`src/logic/rv_decode_pkg.sv`:
```
// ====================
// RV32I decode types
// ====================

package rv_decode_pkg;

    // ====================
    // Opcode class
    // Taken from ir[6:5] and ir[4:2] together
    typedef enum logic [4:0] {
        instr_opimm = 5'b00_100, // Register-immediate ALU ops
        instr_auipc = 5'b00_101, // PC plus upper immediate
        instr_op    = 5'b01_100, // Register-register ALU ops
        instr_lui   = 5'b01_101  // Upper immediate into rd
    } opcode_class_t;

    // ====================
    // ALU result select
    typedef enum logic [2:0] {
        alu_adder = 3'd0, // Add, sub, default
        alu_and   = 3'd1,
        alu_or    = 3'd2,
        alu_xor   = 3'd3,
        alu_comp  = 3'd4, // Set less than, signed or unsigned
        alu_shift = 3'd5  // Left shift goes through bit reversal
    } alu_sel_t;

    // ====================
    // funct7 encodings
    localparam logic [6:0] funct7_zero = 7'd0;  // Base op
    localparam logic [6:0] funct7_alt  = 7'd32; // SUB and SRA/SRAI

endpackage
```
`src/logic/decode_stage.sv`:
```
// ====================
// RV32I decode stage
// ====================

`timescale 1ns/1ps

module decode_stage (
    input  logic                    clk,
    input  logic                    rstz,
    // Fetch side
    input  logic [31:0]             if_ir,
    input  logic [31:0]             if_pc,
    input  logic                    if_vld,
    output logic                    if_rdy,
    // Execute side
    output logic                    ex_vld,
    input  logic                    ex_rdy,
    output logic [31:0]             ex_op1,
    output logic [31:0]             ex_op2,
    output logic [4:0]              ex_rs1,
    output logic [4:0]              ex_rs2,
    output logic [4:0]              ex_rd,
    output logic                    ex_rs1_read,
    output logic                    ex_rs2_read,
    output logic                    ex_rd_write,
    output logic                    ex_alu_neg,
    output logic                    ex_alu_rev,
    output logic                    ex_alu_cin,
    output logic                    ex_alu_uns,
    output logic                    ex_alu_gte,
    output rv_decode_pkg::alu_sel_t ex_alu_sel,
    output logic                    ex_illegal,
    // Write-back
    input  logic                    regwr_en,
    input  logic [4:0]              regwr_sel,
    input  logic [31:0]             regwr_data
);

    logic                    alu_neg, alu_rev, alu_cin, alu_uns, alu_gte;
    rv_decode_pkg::alu_sel_t alu_sel;
    logic                    rs1_read, rs2_read, rd_write, op1_zero, illegal;
    logic [31:0]             immediate;
    logic                    read_en;
    logic [31:0]             rs1_data, rs2_data;

    // ====================
    // Decoder and regfile both look at if_ir
    instr_field_decoder i_decoder (
        .ir        (if_ir),
        .alu_neg   (alu_neg),
        .alu_rev   (alu_rev),
        .alu_cin   (alu_cin),
        .alu_uns   (alu_uns),
        .alu_gte   (alu_gte),
        .alu_sel   (alu_sel),
        .rs1_read  (rs1_read),
        .rs2_read  (rs2_read),
        .rd_write  (rd_write),
        .op1_zero  (op1_zero),
        .immediate (immediate),
        .illegal   (illegal)
    );

    int_reg_file i_regfile (
        .clk        (clk),
        .rstz       (rstz),
        .read_en    (read_en),
        .rs1        (if_ir[19:15]),
        .rs2        (if_ir[24:20]),
        .regwr_en   (regwr_en),
        .regwr_sel  (regwr_sel),
        .regwr_data (regwr_data),
        .rs1_data   (rs1_data),
        .rs2_data   (rs2_data)
    );

    // Merges both into ID/EX
    decode_sequencer i_sequencer (
        .clk         (clk),
        .rstz        (rstz),
        .if_vld      (if_vld),
        .if_pc       (if_pc),
        .if_rdy      (if_rdy),
        .alu_neg     (alu_neg),
        .alu_rev     (alu_rev),
        .alu_cin     (alu_cin),
        .alu_uns     (alu_uns),
        .alu_gte     (alu_gte),
        .alu_sel     (alu_sel),
        .rs1_read    (rs1_read),
        .rs2_read    (rs2_read),
        .rd_write    (rd_write),
        .op1_zero    (op1_zero),
        .immediate   (immediate),
        .illegal     (illegal),
        .rs1         (if_ir[19:15]),
        .rs2         (if_ir[24:20]),
        .rd          (if_ir[11:7]),
        .rs1_data    (rs1_data),
        .rs2_data    (rs2_data),
        .read_en     (read_en),
        .ex_vld      (ex_vld),
        .ex_rdy      (ex_rdy),
        .ex_op1      (ex_op1),
        .ex_op2      (ex_op2),
        .ex_rs1      (ex_rs1),
        .ex_rs2      (ex_rs2),
        .ex_rd       (ex_rd),
        .ex_rs1_read (ex_rs1_read),
        .ex_rs2_read (ex_rs2_read),
        .ex_rd_write (ex_rd_write),
        .ex_alu_neg  (ex_alu_neg),
        .ex_alu_rev  (ex_alu_rev),
        .ex_alu_cin  (ex_alu_cin),
        .ex_alu_uns  (ex_alu_uns),
        .ex_alu_gte  (ex_alu_gte),
        .ex_alu_sel  (ex_alu_sel),
        .ex_illegal  (ex_illegal)
    );

endmodule

```
`src/logic/decode_sequencer.sv`:
```
// ====================
// Decode sequencer
// ====================

`timescale 1ns/1ps

module decode_sequencer (
    input  logic                    clk,
    input  logic                    rstz,
    // Fetch side
    input  logic                    if_vld,
    input  logic [31:0]             if_pc,
    output logic                    if_rdy,
    // From field decoder
    input  logic                    alu_neg,
    input  logic                    alu_rev,
    input  logic                    alu_cin,
    input  logic                    alu_uns,
    input  logic                    alu_gte,
    input  rv_decode_pkg::alu_sel_t alu_sel,
    input  logic                    rs1_read,
    input  logic                    rs2_read,
    input  logic                    rd_write,
    input  logic                    op1_zero,
    input  logic [31:0]             immediate,
    input  logic                    illegal,
    // Register indices and read data
    input  logic [4:0]              rs1,
    input  logic [4:0]              rs2,
    input  logic [4:0]              rd,
    input  logic [31:0]             rs1_data,
    input  logic [31:0]             rs2_data,
    output logic                    read_en,
    // Execute side
    output logic                    ex_vld,
    input  logic                    ex_rdy,
    output logic [31:0]             ex_op1,
    output logic [31:0]             ex_op2,
    output logic [4:0]              ex_rs1,
    output logic [4:0]              ex_rs2,
    output logic [4:0]              ex_rd,
    output logic                    ex_rs1_read,
    output logic                    ex_rs2_read,
    output logic                    ex_rd_write,
    output logic                    ex_alu_neg,
    output logic                    ex_alu_rev,
    output logic                    ex_alu_cin,
    output logic                    ex_alu_uns,
    output logic                    ex_alu_gte,
    output rv_decode_pkg::alu_sel_t ex_alu_sel,
    output logic                    ex_illegal
);

    typedef enum logic {
        id_accept,  // Waiting for an instruction
        id_operand  // Register data arrives
    } seq_state_t;

    seq_state_t state, next_state;
    logic       transfer;

    // Accept only when the ID/EX slot is empty or draining
    assign if_rdy   = (state == id_accept) && (!ex_vld || ex_rdy);
    assign transfer = if_vld && if_rdy;
    assign read_en  = transfer; // Regfile samples on the accept edge

    // ====================
    // State register
    always_ff @(posedge clk or negedge rstz) begin
        if (!rstz) state <= id_accept;
        else       state <= next_state;
    end

    always_comb begin
        next_state = state;
        case (state)
            id_accept:  if (transfer) next_state = id_operand;
            id_operand: next_state = id_accept; // Always one cycle
            default:    next_state = id_accept;
        endcase
    end

    // Output valid
    always_ff @(posedge clk or negedge rstz) begin
        if (!rstz) begin
            ex_vld <= 1'b0;
        end else if (transfer) begin
            ex_vld <= 1'b0;                  // Slot refilled, not yet complete
        end else if (state == id_operand) begin
            ex_vld <= 1'b1;
        end else if (ex_vld && ex_rdy) begin
            ex_vld <= 1'b0;                  // Consumed, nothing new
        end
    end

    // ====================
    // ID/EX payload
    // Controls on accept, operands finished one cycle later
    always_ff @(posedge clk) begin
        if (transfer) begin
            ex_alu_neg  <= alu_neg;
            ex_alu_rev  <= alu_rev;
            ex_alu_cin  <= alu_cin;
            ex_alu_uns  <= alu_uns;
            ex_alu_gte  <= alu_gte;
            ex_alu_sel  <= alu_sel;
            ex_illegal  <= illegal;
            ex_rs1_read <= rs1_read;
            ex_rs2_read <= rs2_read;
            ex_rd_write <= rd_write;
            ex_rs1      <= rs1_read ? rs1 : 5'd0; // Unused index reads as x0
            ex_rs2      <= rs2_read ? rs2 : 5'd0;
            ex_rd       <= rd_write ? rd  : 5'd0;
            ex_op1      <= op1_zero ? 32'd0 : if_pc;
            ex_op2      <= immediate;              // Replaced by rs2 for OP
        end else if (state == id_operand) begin
            if (ex_rs1_read) ex_op1 <= rs1_data;
            if (ex_rs2_read) ex_op2 <= rs2_data;
        end
    end

endmodule

```
`src/logic/int_reg_file.sv`:
```
// ====================
// Integer register file
// ====================

`timescale 1ns/1ps

module int_reg_file (
    input  logic        clk,
    input  logic        rstz,
    input  logic        read_en,
    input  logic [4:0]  rs1,
    input  logic [4:0]  rs2,
    input  logic        regwr_en,
    input  logic [4:0]  regwr_sel,
    input  logic [31:0] regwr_data,
    output logic [31:0] rs1_data,
    output logic [31:0] rs2_data
);

    // Mirrored banks, one per read port
    logic [31:0] bank_a [32];
    logic [31:0] bank_b [32];

    // Write port updates both copies, x0 included
    always_ff @(posedge clk) begin
        if (regwr_en) begin
            bank_a[regwr_sel] <= regwr_data;
            bank_b[regwr_sel] <= regwr_data;
        end
    end

    // ====================
    // Registered reads on accept
    // x0 always reads zero
    always_ff @(posedge clk or negedge rstz) begin
        if (!rstz) begin
            rs1_data <= 32'd0;
            rs2_data <= 32'd0;
        end else if (read_en) begin
            rs1_data <= (rs1 == 5'd0) ? 32'd0 : bank_a[rs1]; // Old data on same-edge write
            rs2_data <= (rs2 == 5'd0) ? 32'd0 : bank_b[rs2];
        end
    end

endmodule

```
`src/logic/instr_field_decoder.sv`:
```
// ====================
// RV32I field decoder
// ====================

`timescale 1ns/1ps

module instr_field_decoder (
    input  logic [31:0]            ir,
    output logic                   alu_neg,
    output logic                   alu_rev,
    output logic                   alu_cin,
    output logic                   alu_uns,
    output logic                   alu_gte,
    output rv_decode_pkg::alu_sel_t alu_sel,
    output logic                   rs1_read,
    output logic                   rs2_read,
    output logic                   rd_write,
    output logic                   op1_zero,
    output logic [31:0]            immediate,
    output logic                   illegal
);

    logic [6:0]                   opcode;
    logic [2:0]                   funct3;
    logic [6:0]                   funct7;
    rv_decode_pkg::opcode_class_t opcode_class;
    logic                         opcode_ok;   // Not all zeros/ones, low bits 11
    logic                         class_ok;    // Supported class
    logic                         is_alu;      // OP-IMM or OP
    logic                         bad_funct7;
    logic                         f7_zero, f7_alt;
    logic                         format_i, format_u;
    logic                         sign;

    assign opcode       = ir[6:0];
    assign funct3       = ir[14:12];
    assign funct7       = ir[31:25];
    assign opcode_class = rv_decode_pkg::opcode_class_t'({ir[6:5], ir[4:2]});

    assign opcode_ok = (opcode != 7'h00) && (opcode != 7'h7f) && (ir[1:0] == 2'b11);
    assign f7_zero   = funct7 == rv_decode_pkg::funct7_zero;
    assign f7_alt    = funct7 == rv_decode_pkg::funct7_alt;

    // ====================
    // Class decode
    always_comb begin
        class_ok = 1'b0;
        is_alu   = 1'b0;
        rs1_read = 1'b0;
        rs2_read = 1'b0;
        op1_zero = 1'b0;
        format_i = 1'b0;
        format_u = 1'b0;
        if (opcode_ok) begin
            case (opcode_class)
                rv_decode_pkg::instr_opimm: begin
                    class_ok = 1'b1;
                    is_alu   = 1'b1;
                    rs1_read = 1'b1;
                    format_i = 1'b1;
                end
                rv_decode_pkg::instr_op: begin
                    class_ok = 1'b1;
                    is_alu   = 1'b1;
                    rs1_read = 1'b1;
                    rs2_read = 1'b1;
                end
                rv_decode_pkg::instr_lui: begin
                    class_ok = 1'b1;
                    op1_zero = 1'b1; // rd = 0 + imm
                    format_u = 1'b1;
                end
                rv_decode_pkg::instr_auipc: begin
                    class_ok = 1'b1;
                    format_u = 1'b1; // rd = pc + imm
                end
                default: class_ok = 1'b0;
            endcase
        end
    end

    // funct7 legality, OP allows alt only on ADD/SUB and SRL/SRA
    always_comb begin
        bad_funct7 = 1'b0;
        if (is_alu && opcode_class == rv_decode_pkg::instr_op) begin
            bad_funct7 = !(f7_zero || (f7_alt && (funct3 == 3'b000 || funct3 == 3'b101)));
        end else if (is_alu) begin
            if (funct3 == 3'b001) bad_funct7 = !f7_zero;          // SLLI
            if (funct3 == 3'b101) bad_funct7 = !(f7_zero || f7_alt); // SRLI/SRAI
        end
    end

    assign illegal  = !opcode_ok || !class_ok || bad_funct7;
    assign rd_write = !illegal;

    // ====================
    // ALU controls, ADD unless a legal ALU op says otherwise
    always_comb begin
        alu_neg = 1'b0;
        alu_rev = 1'b0;
        alu_cin = 1'b0;
        alu_uns = 1'b0;
        alu_gte = 1'b0; // No branch compares in this stage
        alu_sel = rv_decode_pkg::alu_adder;
        if (is_alu && !illegal) begin
            case (funct3)
                3'b000: begin // ADD/ADDI, SUB on OP with alt
                    if (opcode_class == rv_decode_pkg::instr_op && f7_alt) begin
                        alu_neg = 1'b1;
                        alu_cin = 1'b1;
                    end
                end
                3'b001: begin // SLL
                    alu_rev = 1'b1;
                    alu_sel = rv_decode_pkg::alu_shift;
                end
                3'b010: begin // SLT
                    alu_neg = 1'b1;
                    alu_cin = 1'b1;
                    alu_sel = rv_decode_pkg::alu_comp;
                end
                3'b011: begin // SLTU
                    alu_neg = 1'b1;
                    alu_cin = 1'b1;
                    alu_uns = 1'b1;
                    alu_sel = rv_decode_pkg::alu_comp;
                end
                3'b100:  alu_sel = rv_decode_pkg::alu_xor;
                3'b101: begin // SRL, SRA when cin fills sign
                    alu_cin = f7_alt;
                    alu_sel = rv_decode_pkg::alu_shift;
                end
                3'b110:  alu_sel = rv_decode_pkg::alu_or;
                default: alu_sel = rv_decode_pkg::alu_and;
            endcase
        end
    end

    // ====================
    // Immediate, I or U format from six segments
    assign sign = ir[31];
    assign immediate = {
        format_u ? ir[31:20] : {12{sign}},  // [31:20]
        format_u ? ir[19:12] : {8{sign}},   // [19:12]
        format_u ? 1'b0      : sign,        // [11]
        format_u ? 6'd0      : ir[30:25],   // [10:5]
        format_u ? 4'd0      : ir[24:21],   // [4:1]
        format_i ? ir[20]    : 1'b0         // [0]
    };

endmodule

```
`config.mk`:
```
export PLATFORM = sky130hd
export DESIGN_NAME = decode_stage
export DESIGN_NICKNAME = d
export VERILOG_FILES = /design/src/logic/rv_decode_pkg.sv /design/src/logic/decode_stage.sv /design/src/logic/decode_sequencer.sv /design/src/logic/int_reg_file.sv /design/src/logic/instr_field_decoder.sv
export SDC_FILE = /design/constraint.sdc
export NUM_CORES = 1
export LEC_CHECK = 0
export BUFFER_PORTS_ARGS = -buffer_cell sky130_fd_sc_hd__buf_2
export CORE_MARGIN = 2
export CORE_UTILIZATION = 33
export CTS_CLUSTER_DIAMETER = 60
export CTS_CLUSTER_SIZE = 10
export DETAILED_ROUTE_END_ITERATION = 10
export SYNTH_ARGS = -nofsm -noshare
export SYNTH_HDL_FRONTEND = slang
export SYNTH_SLANG_ARGS = --single-unit
```
`constraint.sdc`:
```
create_clock -name clk -period 3.8 [get_ports clk]
set_clock_uncertainty 0.2 [all_clocks]
set_input_delay 0.76 -clock clk [delete_from_list [all_inputs] [get_ports clk]]
set_output_delay 0.76 -clock clk [all_outputs]
set_load 0.02 [all_outputs]
```
## Word-level counts from Yosys, hierarchy flattened

Memories as Yosys holds them, arrays and structs flattened.
Cells that the tools add are included.

| cells by class | value |
|---|---|
| eq/ne operators | 13 |
| muxes and demuxes | 44 |
| bitwise gates (word level) | 1 |
| reductions and logical operators | 38 |

Operators with widths:

| cell | number |
|---|---|
| $mux 32 | 9 |
| $mux 1 | 27 |
| $pmux 3 s5 | 1 |
| $mux 11 | 1 |
| $eq 5x3->1 const B | 2 |
| $eq 5x4->1 const B | 2 |
| $logic_not 5->1 | 2 |
| $eq 3x3->1 const B | 3 |
| $logic_and 1x1->1 | 9 |
| $mux 8 | 1 |
| $reduce_or 2->1 | 4 |
| $eq 7x6->1 const B | 1 |
| $logic_not 1->1 | 7 |
| $logic_not 7->1 | 1 |
| $ne 7x7->1 const B | 1 |
| $reduce_bool 7->1 | 1 |
| $eq 3x2->1 const B | 2 |
| $logic_or 1x1->1 | 6 |
| $mux 6 | 1 |
| $reduce_bool 2->1 | 3 |
| $mux 4 | 1 |
| $pmux 1 s2 | 2 |
| $reduce_and 2->1 | 2 |
| $reduce_or 4->1 | 1 |
| other kinds (6) | 6 |

| storage, ports and cells | value |
|---|---|
| register bits | 156 |
| memory bits (writable) | 2048 |
| input port bits | 106 |
| output and inout bits | 93 |
| logic and storage cells | 116 |
| memories | 2 |

Memory list:

| memory | words | bits a word | rd ports | clocked after Yosys merged registers in | wr ports | RTL line | source |
|---|---|---|---|---|---|---|---|
| i_regfile.bank_a | 32 | 32 | 1 | 0 | 1 | int_reg_file.sv:21 | `logic [31:0] bank_a [32];` |
| i_regfile.bank_b | 32 | 32 | 1 | 0 | 1 | int_reg_file.sv:22 | `logic [31:0] bank_b [32];` |

## Depth between registers and ports, before layout

Gate-level depths: netlist of run 1.

| depth | value |
|---|---|
| word-level depth | 9 |
| mapped depth | 11 |
| depth with buffers taken out | 7 |

## Cells and area by module

From an unflattened synthesis of run 1, not the netlist that was laid out.

| second synthesis, totals | value |
|---|---|
| cells, all modules | 2758 |
| area total of the unflattened synthesis | 53989.3 um2 |

By module, submodules not included:

| module | times used | cells each | area an instance (um2) | seq. area each (um2) |
|---|---|---|---|---|
| int_reg_file | 1 | 2455 | 49508.7 | 32351.0 |
| decode_sequencer | 1 | 221 | 3923.8 | 2782.7 |
| instr_field_decoder | 1 | 82 | 556.8 | 0.0 |

## Worst setup path after synthesis of run 1

Ideal clock, no wire load.

| timing path | value |
|---|---|
| path type | input -> register |
| from | input port regwr_sel[1] |
| to | memory i_regfile.bank_b[24][0] (enable) |
| setup time | 0.421 ns |
| arrival | 2.773 ns |
| required time | 3.179 ns |
| slack | 0.405 ns |
| cell stages on the path | 3 |
| cell sequence | or3b_2 > clkbuf_1 > nor2_1 |

RTL lines:

| item | RTL line | source |
|---|---|---|
| start: declaration | decode_stage.sv:35 | `input logic [4:0] regwr_sel,` |
| end: declaration | int_reg_file.sv:22 |  |

Straight into the memory's write port.

## Worst setup path in the final report of run 1

| timing path | value |
|---|---|
| from | register i_sequencer.state |
| to | output port if_rdy |

| on the way | value |
|---|---|
| cells in the longest elaborated chain, start to end | 2 |

Ends and longest elaborated chain:

| item | RTL line | source |
|---|---|---|
| start: declaration | decode_sequencer.sv:59 | `seq_state_t state, next_state;` |
| start signal: assignment | decode_sequencer.sv:70 | `if (!rstz) state <= id_accept;` |
| start signal: assignment | decode_sequencer.sv:71 | `else state <= next_state;` |
| $not 1->1 | decode_sequencer.sv:63 | `assign if_rdy = (state == id_accept) && (!ex_vld \|\| ex_rdy);` |
| $logic_and 1x1->1 | decode_sequencer.sv:63 |  |
| end: declaration | decode_stage.sv:14 | `output logic if_rdy,` |

No other way between the ends.

==> metrics.yaml, run 1 <==
final_area_sq_mm: 0.0638
synth_top_area_share_pct: 60.8
final_hold_viol_count: 0
worst_setup_path_end_kind: "output port"
p_leak_nw: 22.5
pin_count: 199
rows: 149
rsz0062_at_grt: "false"
placed_cell_area_sq_mm: 0.0597
fin_crit_ns: 2.79
drive_above_1_share_pct: 23.7
die_area_sq_mm: 0.170
cts_root_buffer: "clkbuf_16"
cts_hold_buf: 1
reg2regPathDepth: 6
r2r_start: "i_sequencer.state"
finalCritPeriodShare_pct: 73.5
drt_iter0_drc: 4198
synth_top_cell_by_area: "edfxtp_1"
h-tree-depth: 4
max-vdd-ir-drop_uv: 495
power.density_mw_per_mm2: 480
dr.pass1.iters: 8
syn_inst: 3455
overflow: 0
routabilityCongestion: 0.834
initial_core_util_pct: 33.3
crit_required_ns: 2.84
startpoint: "i_sequencer.state"
tns_ns: 0
clk_pin_slew_ns: 0.06
insertion_delay_ns: 0.78
ys_async_sr_fraction_pct: 5.59
detail_route.wl_per_cell_microns: 31.2
reg2reg_to: "i_sequencer.ex_op2[8]"
antenna_found_initial: 18
grt_pass1_wl_mm: 261
drv_slew: 0
synth_ff_type: "edfxtp_1"
cp-start-kind: "register"
fp.dieW_microns: 412
core_sq_mm: 0.165
synthTopCellsByArea: "edfxtp_1 61%, mux2i_1 11%, mux4_2 8.2%"
routed-via-count: 34700
synth.avg_cell_area_sq_um: 15.9
cts_tree: "done"
hold_path_class: "primary input to register"
synth.yosys.seq_area_share_pct: 63.8
rrSetupSlack_ns: 1.21
crit_type: "register to output port"
syn_nets: 3561
port_buffers: 197
ant_nets: 0
fmax_mhz: 358
cts_buffer_depth: 3
clock_sinks: 1180
tightestPinTransition_ns: 1.36
grt_pass1_vias: 34500
yosys.cell_types.count: 52
cts_inserted_buffers: 138
netlist_area_sq_mm: 0.0550
drc_errors: 0
cap_violations: 0
utilization_pct: 38.6
ctsResizeCount: 0
crit_fanout: 3
detailed_place_hpwl_mm: 108
synth_edf_count: 1114
power.total_mw: 30.6
nNetsFinal: 3816
slew-limit-headroom_pct: 9.11
endpoint: "if_rdy"
synth_seq_cells: 1180
grtUsageTotal_pct: 21.7
viasPerCell: 5.78
wirelength_mm: 187
status: "finished clean"
die_h_microns: 412
yosysWarnings: 0
setup_viol: 0
arrival_ns: 1.83
grt_max_degree: 67
post_cts_buffers: 0
syn2layout_area_growth_pct: 15.9
==> metal layers <==
metal	GRT usage [%]	part of all wire (%)	vias to the layer above
li1	-	-	14400
met1	28.6	40	18200
met2	36.2	49	1788
met3	3.51	8.2	362
met4	7.34	3.3	12
met5	0	0.049	-
==> registers in the layout (all words and copies together), names as in the netlist, 3 cells and up <==
signal and count:
i_regfile.bank_b 992, i_regfile.bank_a 32, i_regfile.rs1_data 32, i_regfile.rs2_data 32
i_sequencer.ex_op1 32, i_sequencer.ex_op2 32, i_sequencer.ex_rd 5, i_sequencer.ex_rs1 5
i_sequencer.ex_rs2 5, i_sequencer.ex_alu_sel 3
==> where the power goes <==
group	switching [mW]	total (mW)	leakage (nW)	internal, mW
Clock	5.25	12.3	1.94	7.06
Combinational	2.21	3.39	9.62	1.17
Sequential	0.192	14.9	10.9	14.7
==> kinds of logic after synthesis <==
kind of cell | synth area share, %
compound gates | 8.07
xor+xnor | 0.0159
buf+inv | 3.11
simple gates | 4.37
mux | 20.6
flops | 63.8
other cells | 0.00682
==> final cells by class <==
type	instances	area [sq um]
antenna	3	7.51
clock buffer	232	3960
clock inverter	12	119
fill	15200	101000
inverter	7	26.3
multi-input combinational	1998	18500
sequential	1180	35100
tap	2189	2740
timing repair buffer	385	3280
==> worst min-delay path by stage <==
stage | to | depth (start not counted) | start | slack, ns
after floorplan | i_regfile.rs2_data[12] | 2 | i_regfile.rs2_data[12] | 0.24
after CTS | i_sequencer.ex_op1[24] | 3 | if_pc[24] | 0.0006
after global placement | i_regfile.rs2_data[19] | 2 | i_regfile.rs2_data[19] | 0.26
after detailed placement | i_regfile.rs2_data[19] | 2 | i_regfile.rs2_data[19] | 0.25
final | i_sequencer.ex_op1[24] | 3 | if_pc[24] | 0.04
after global routing | i_sequencer.ex_op1[10] | 3 | if_pc[10] | 0.04
==> stage by stage <==
step / hold WS, ns / cells / worst slack (ns)
finish: 0.0393 / 6006 / 1.01
floorplan: 0.237 / 3455 / 0.405
CTS: 0.000649 / 6003 / 0.914
global placement: 0.258 / 5758 / 0.604
global route: 0.0419 / 6003 / 0.942
detailed placement: 0.252 / 5758 / 0.556
==> synthesized netlist by cell type, drive strengths merged (19+ instances only) <==
| master | instances |
|---|---|
| edfxtp | 1114 |
| mux2i | 623 |
| nand2 | 277 |
| a22oi | 218 |
| mux4 | 201 |
| a21oi | 186 |
| buf | 155 |
| clkbuf | 115 |
| nand3 | 91 |
| dfrtp | 66 |
| nor2b | 56 |
| o41ai | 52 |
| a211oi | 50 |
| mux2 | 50 |
| nor2 | 39 |
| a31oi | 33 |
| o21ai | 30 |
| and2 | 19 |
==> critical path, cell delays in order (launching register included) <==
cell and delay, ns:
dfrtp_1 0.42, a21oi_1 0.39, buf_2 0.25
==> cells in the final DEF, fill, tap and decap left out, types with 4 or more instances in the layout <==
master,count
a211oi_1,37
a211oi_2,13
a21o_1,6
a21oi_1,186
a22o_1,18
a22oi_1,218
a31oi_1,32
and2_1,17
and4_1,8
buf_12,67
buf_2,189
buf_4,125
clkbuf_1,87
clkbuf_16,145
clkinv_8,4
dfrtp_1,66
edfxtp_1,1114
inv_1,7
mux2_2,50
mux2i_1,623
mux4_2,201
nand2_1,275
nand3_1,91
nand3b_1,5
nor2_1,5
nor2_4,34
nor2b_1,52
nor2b_4,4
nor3_1,9
o21ai_0,29
o41ai_1,4
o41ai_2,46
(Power assumes the default switching activity.)
==> inputs of run 2 (changes only) <==
- clock period: 3.8 -> 2.45 ns (I/O delays scaled with it)
==> metrics.yaml, run 2 (synthesis results as in run 1) <==
ctsResizeCount: 0  # unchanged
largest_register: "i_regfile.bank_b"
fin_crit_ns: 2.30
crit_type: "register to output port"
grtUsageTotal_pct: 21.9  # +0.22 points
dr.pass1.iters: 6  # -2
post_cts_buffers: 0  # unchanged
die_h_microns: 412  # unchanged
nNetsFinal: 4112  # +7.8%
finalCritPeriodShare_pct: 93.9
core_sq_mm: 0.165  # unchanged
antenna_found_initial: 11  # -7
routabilityCongestion: 0.843  # +1.1%
dp.cells: 5982  # +3.9%
final_hold_viol_count: 0  # unchanged
viasPerCell: 5.74  # -0.80%
cts_tree: "done"
fin_cells: 6298  # +4.9%
utilization_pct: 40.7  # +2.1 points
syn2layout_area_growth_pct: 22.1
p_leak_nw: 24.2  # +7.6%
grt_pass1_wl_mm: 264  # +1.1%
fp.dieW_microns: 412  # unchanged
drive_above_1_share_pct: 27.6  # +3.9 points
rsz0062_at_grt: "false"
cts_buffer_depth: 3  # unchanged
critPathSlowestCell: "dfrtp_1"
worst_setup_path_end_kind: "output port"
max-vdd-ir-drop_uv: 533  # +7.7%
tightestPinTransition_ns: 0.744  # -0.617 ns
drv_slew: 0  # unchanged
setup_viol: 0  # unchanged
fmax_mhz: 435
crit_required_ns: 1.76  # -1.08 ns
final_common_cell: "edfxtp_1"
port_buffers: 197  # unchanged
drt_iter0_drc: 4071  # -3.0%
hold_path_class: "primary input to register"
cpPeakStageDelay_ns: 0.39  # -0.03 ns
die_area_sq_mm: 0.170  # unchanged
arrival_ns: 1.61  # -0.22 ns
overflow: 0  # unchanged
tns_ns: 0  # unchanged
final_area_sq_mm: 0.0672  # +5.4%
final_cell_mix: "1114 x edfxtp_1, 623 x mux2i_1, 274 x nand2_1, 267 x buf_4, 218 x a22oi_1"
crit_fanout: 3  # unchanged
detailed_place_hpwl_mm: 121  # +12%
wirelength_mm: 189  # +0.84%
slew-limit-headroom_pct: 50.4  # +41 points
placed_cell_area_sq_mm: 0.0624  # +4.6%
crit_buf_inv: 1  # unchanged
cts_inserted_buffers: 138  # unchanged
h-tree-depth: 4  # unchanged
power.density_mw_per_mm2: 715  # +49%
drc_errors: 0  # unchanged
cp-start-kind: "register"
hold-worst-slack_ns: 0.0405  # +0.00118 ns
crit_chain: "a21oi_2 -> buf_2"
rows: 149  # unchanged
clk_pin_slew_ns: 0.06  # about the same
pin_count: 199  # unchanged
ant_nets: 0  # unchanged
cap_violations: 0  # unchanged
critPathTopFamily: "flip-flops"
initial_core_util_pct: 33.3  # unchanged
routed-via-count: 36100  # +4.0%
detail_route.wl_per_cell_microns: 30.0  # -3.8%
status: "finished clean"
insertion_delay_ns: 0.77  # about the same
largest_reg_flops: 992  # unchanged
rrSetupSlack_ns: 0.24  # -0.97 ns
grt_pass1_vias: 35800  # +3.8%
cts_hold_buf: 73  # +72
grt_max_degree: 67  # unchanged
clock_sinks: 1180  # unchanged
cts_root_buffer: "clkbuf_16"
[run 2: cell types whose count changed in the layout (fill, tap and decap cells not counted), sizes merged]
cell and change:
buf +224, dlygate4sd3 +72, bufinv +1, clkbuf -3
inv +1, diode -2, clkinv -1
[run 2: final cells by class]
| type | instances | area [sq um] |
|---|---|---|
| clock buffers | 229 | 3890 |
| inverters | 7 | 30.0 |
| fillers | 14900 | 98000 |
| diodes | 1 | 2.50 |
| multi-input cells | 1998 | 18500 |
| flip-flops and latches | 1180 | 35100 |
| well taps | 2189 | 2740 |
| clock inverters | 13 | 156 |
| repair buffers | 681 | 6710 |
[run 2: per-layer routing]
layer  global-route usage (%)  wire length, microns  vias up
li1                         -                     -    15000
met1                     28.9                 75500    18700
met2                     35.9                 89700     1967
met3                     4.17                 16600      448
met4                     7.98                  7140        8
met5                        0                    39        -
[run 2: stage by stage]
stage,setup WS (ns),total power [mW]
after floorplan,-0.470,26.5
after global placement,-0.131,29.2
after detailed placement,-0.136,29.3
after CTS,0.104,48.3
after global routing,0.101,49.4
final,0.150,48.0
[run 2: final timing paths]
path                       depth (start not counted)                   start                  endpoint
hold reg to reg                                    2  i_regfile.rs1_data[26]    i_regfile.rs1_data[26]
min in group asynchronous                          3                    rstz    i_regfile.rs1_data[21]
hold / removal                                     1          regwr_data[23]  i_regfile.bank_b[23][23]
setup reg to reg                                   6      i_sequencer.ex_vld    i_sequencer.ex_op2[24]
setup / recovery                                   2      i_sequencer.ex_vld                    if_rdy
max in group asynchronous                          3                    rstz     i_regfile.rs1_data[5]
[run 2: power by group]
part	switching [mW]	leakage, nW	internal (mW)
clock	8.07	1.93	10.9
sequential	0.281	10.9	22.9
combinational	3.62	11.3	2.31
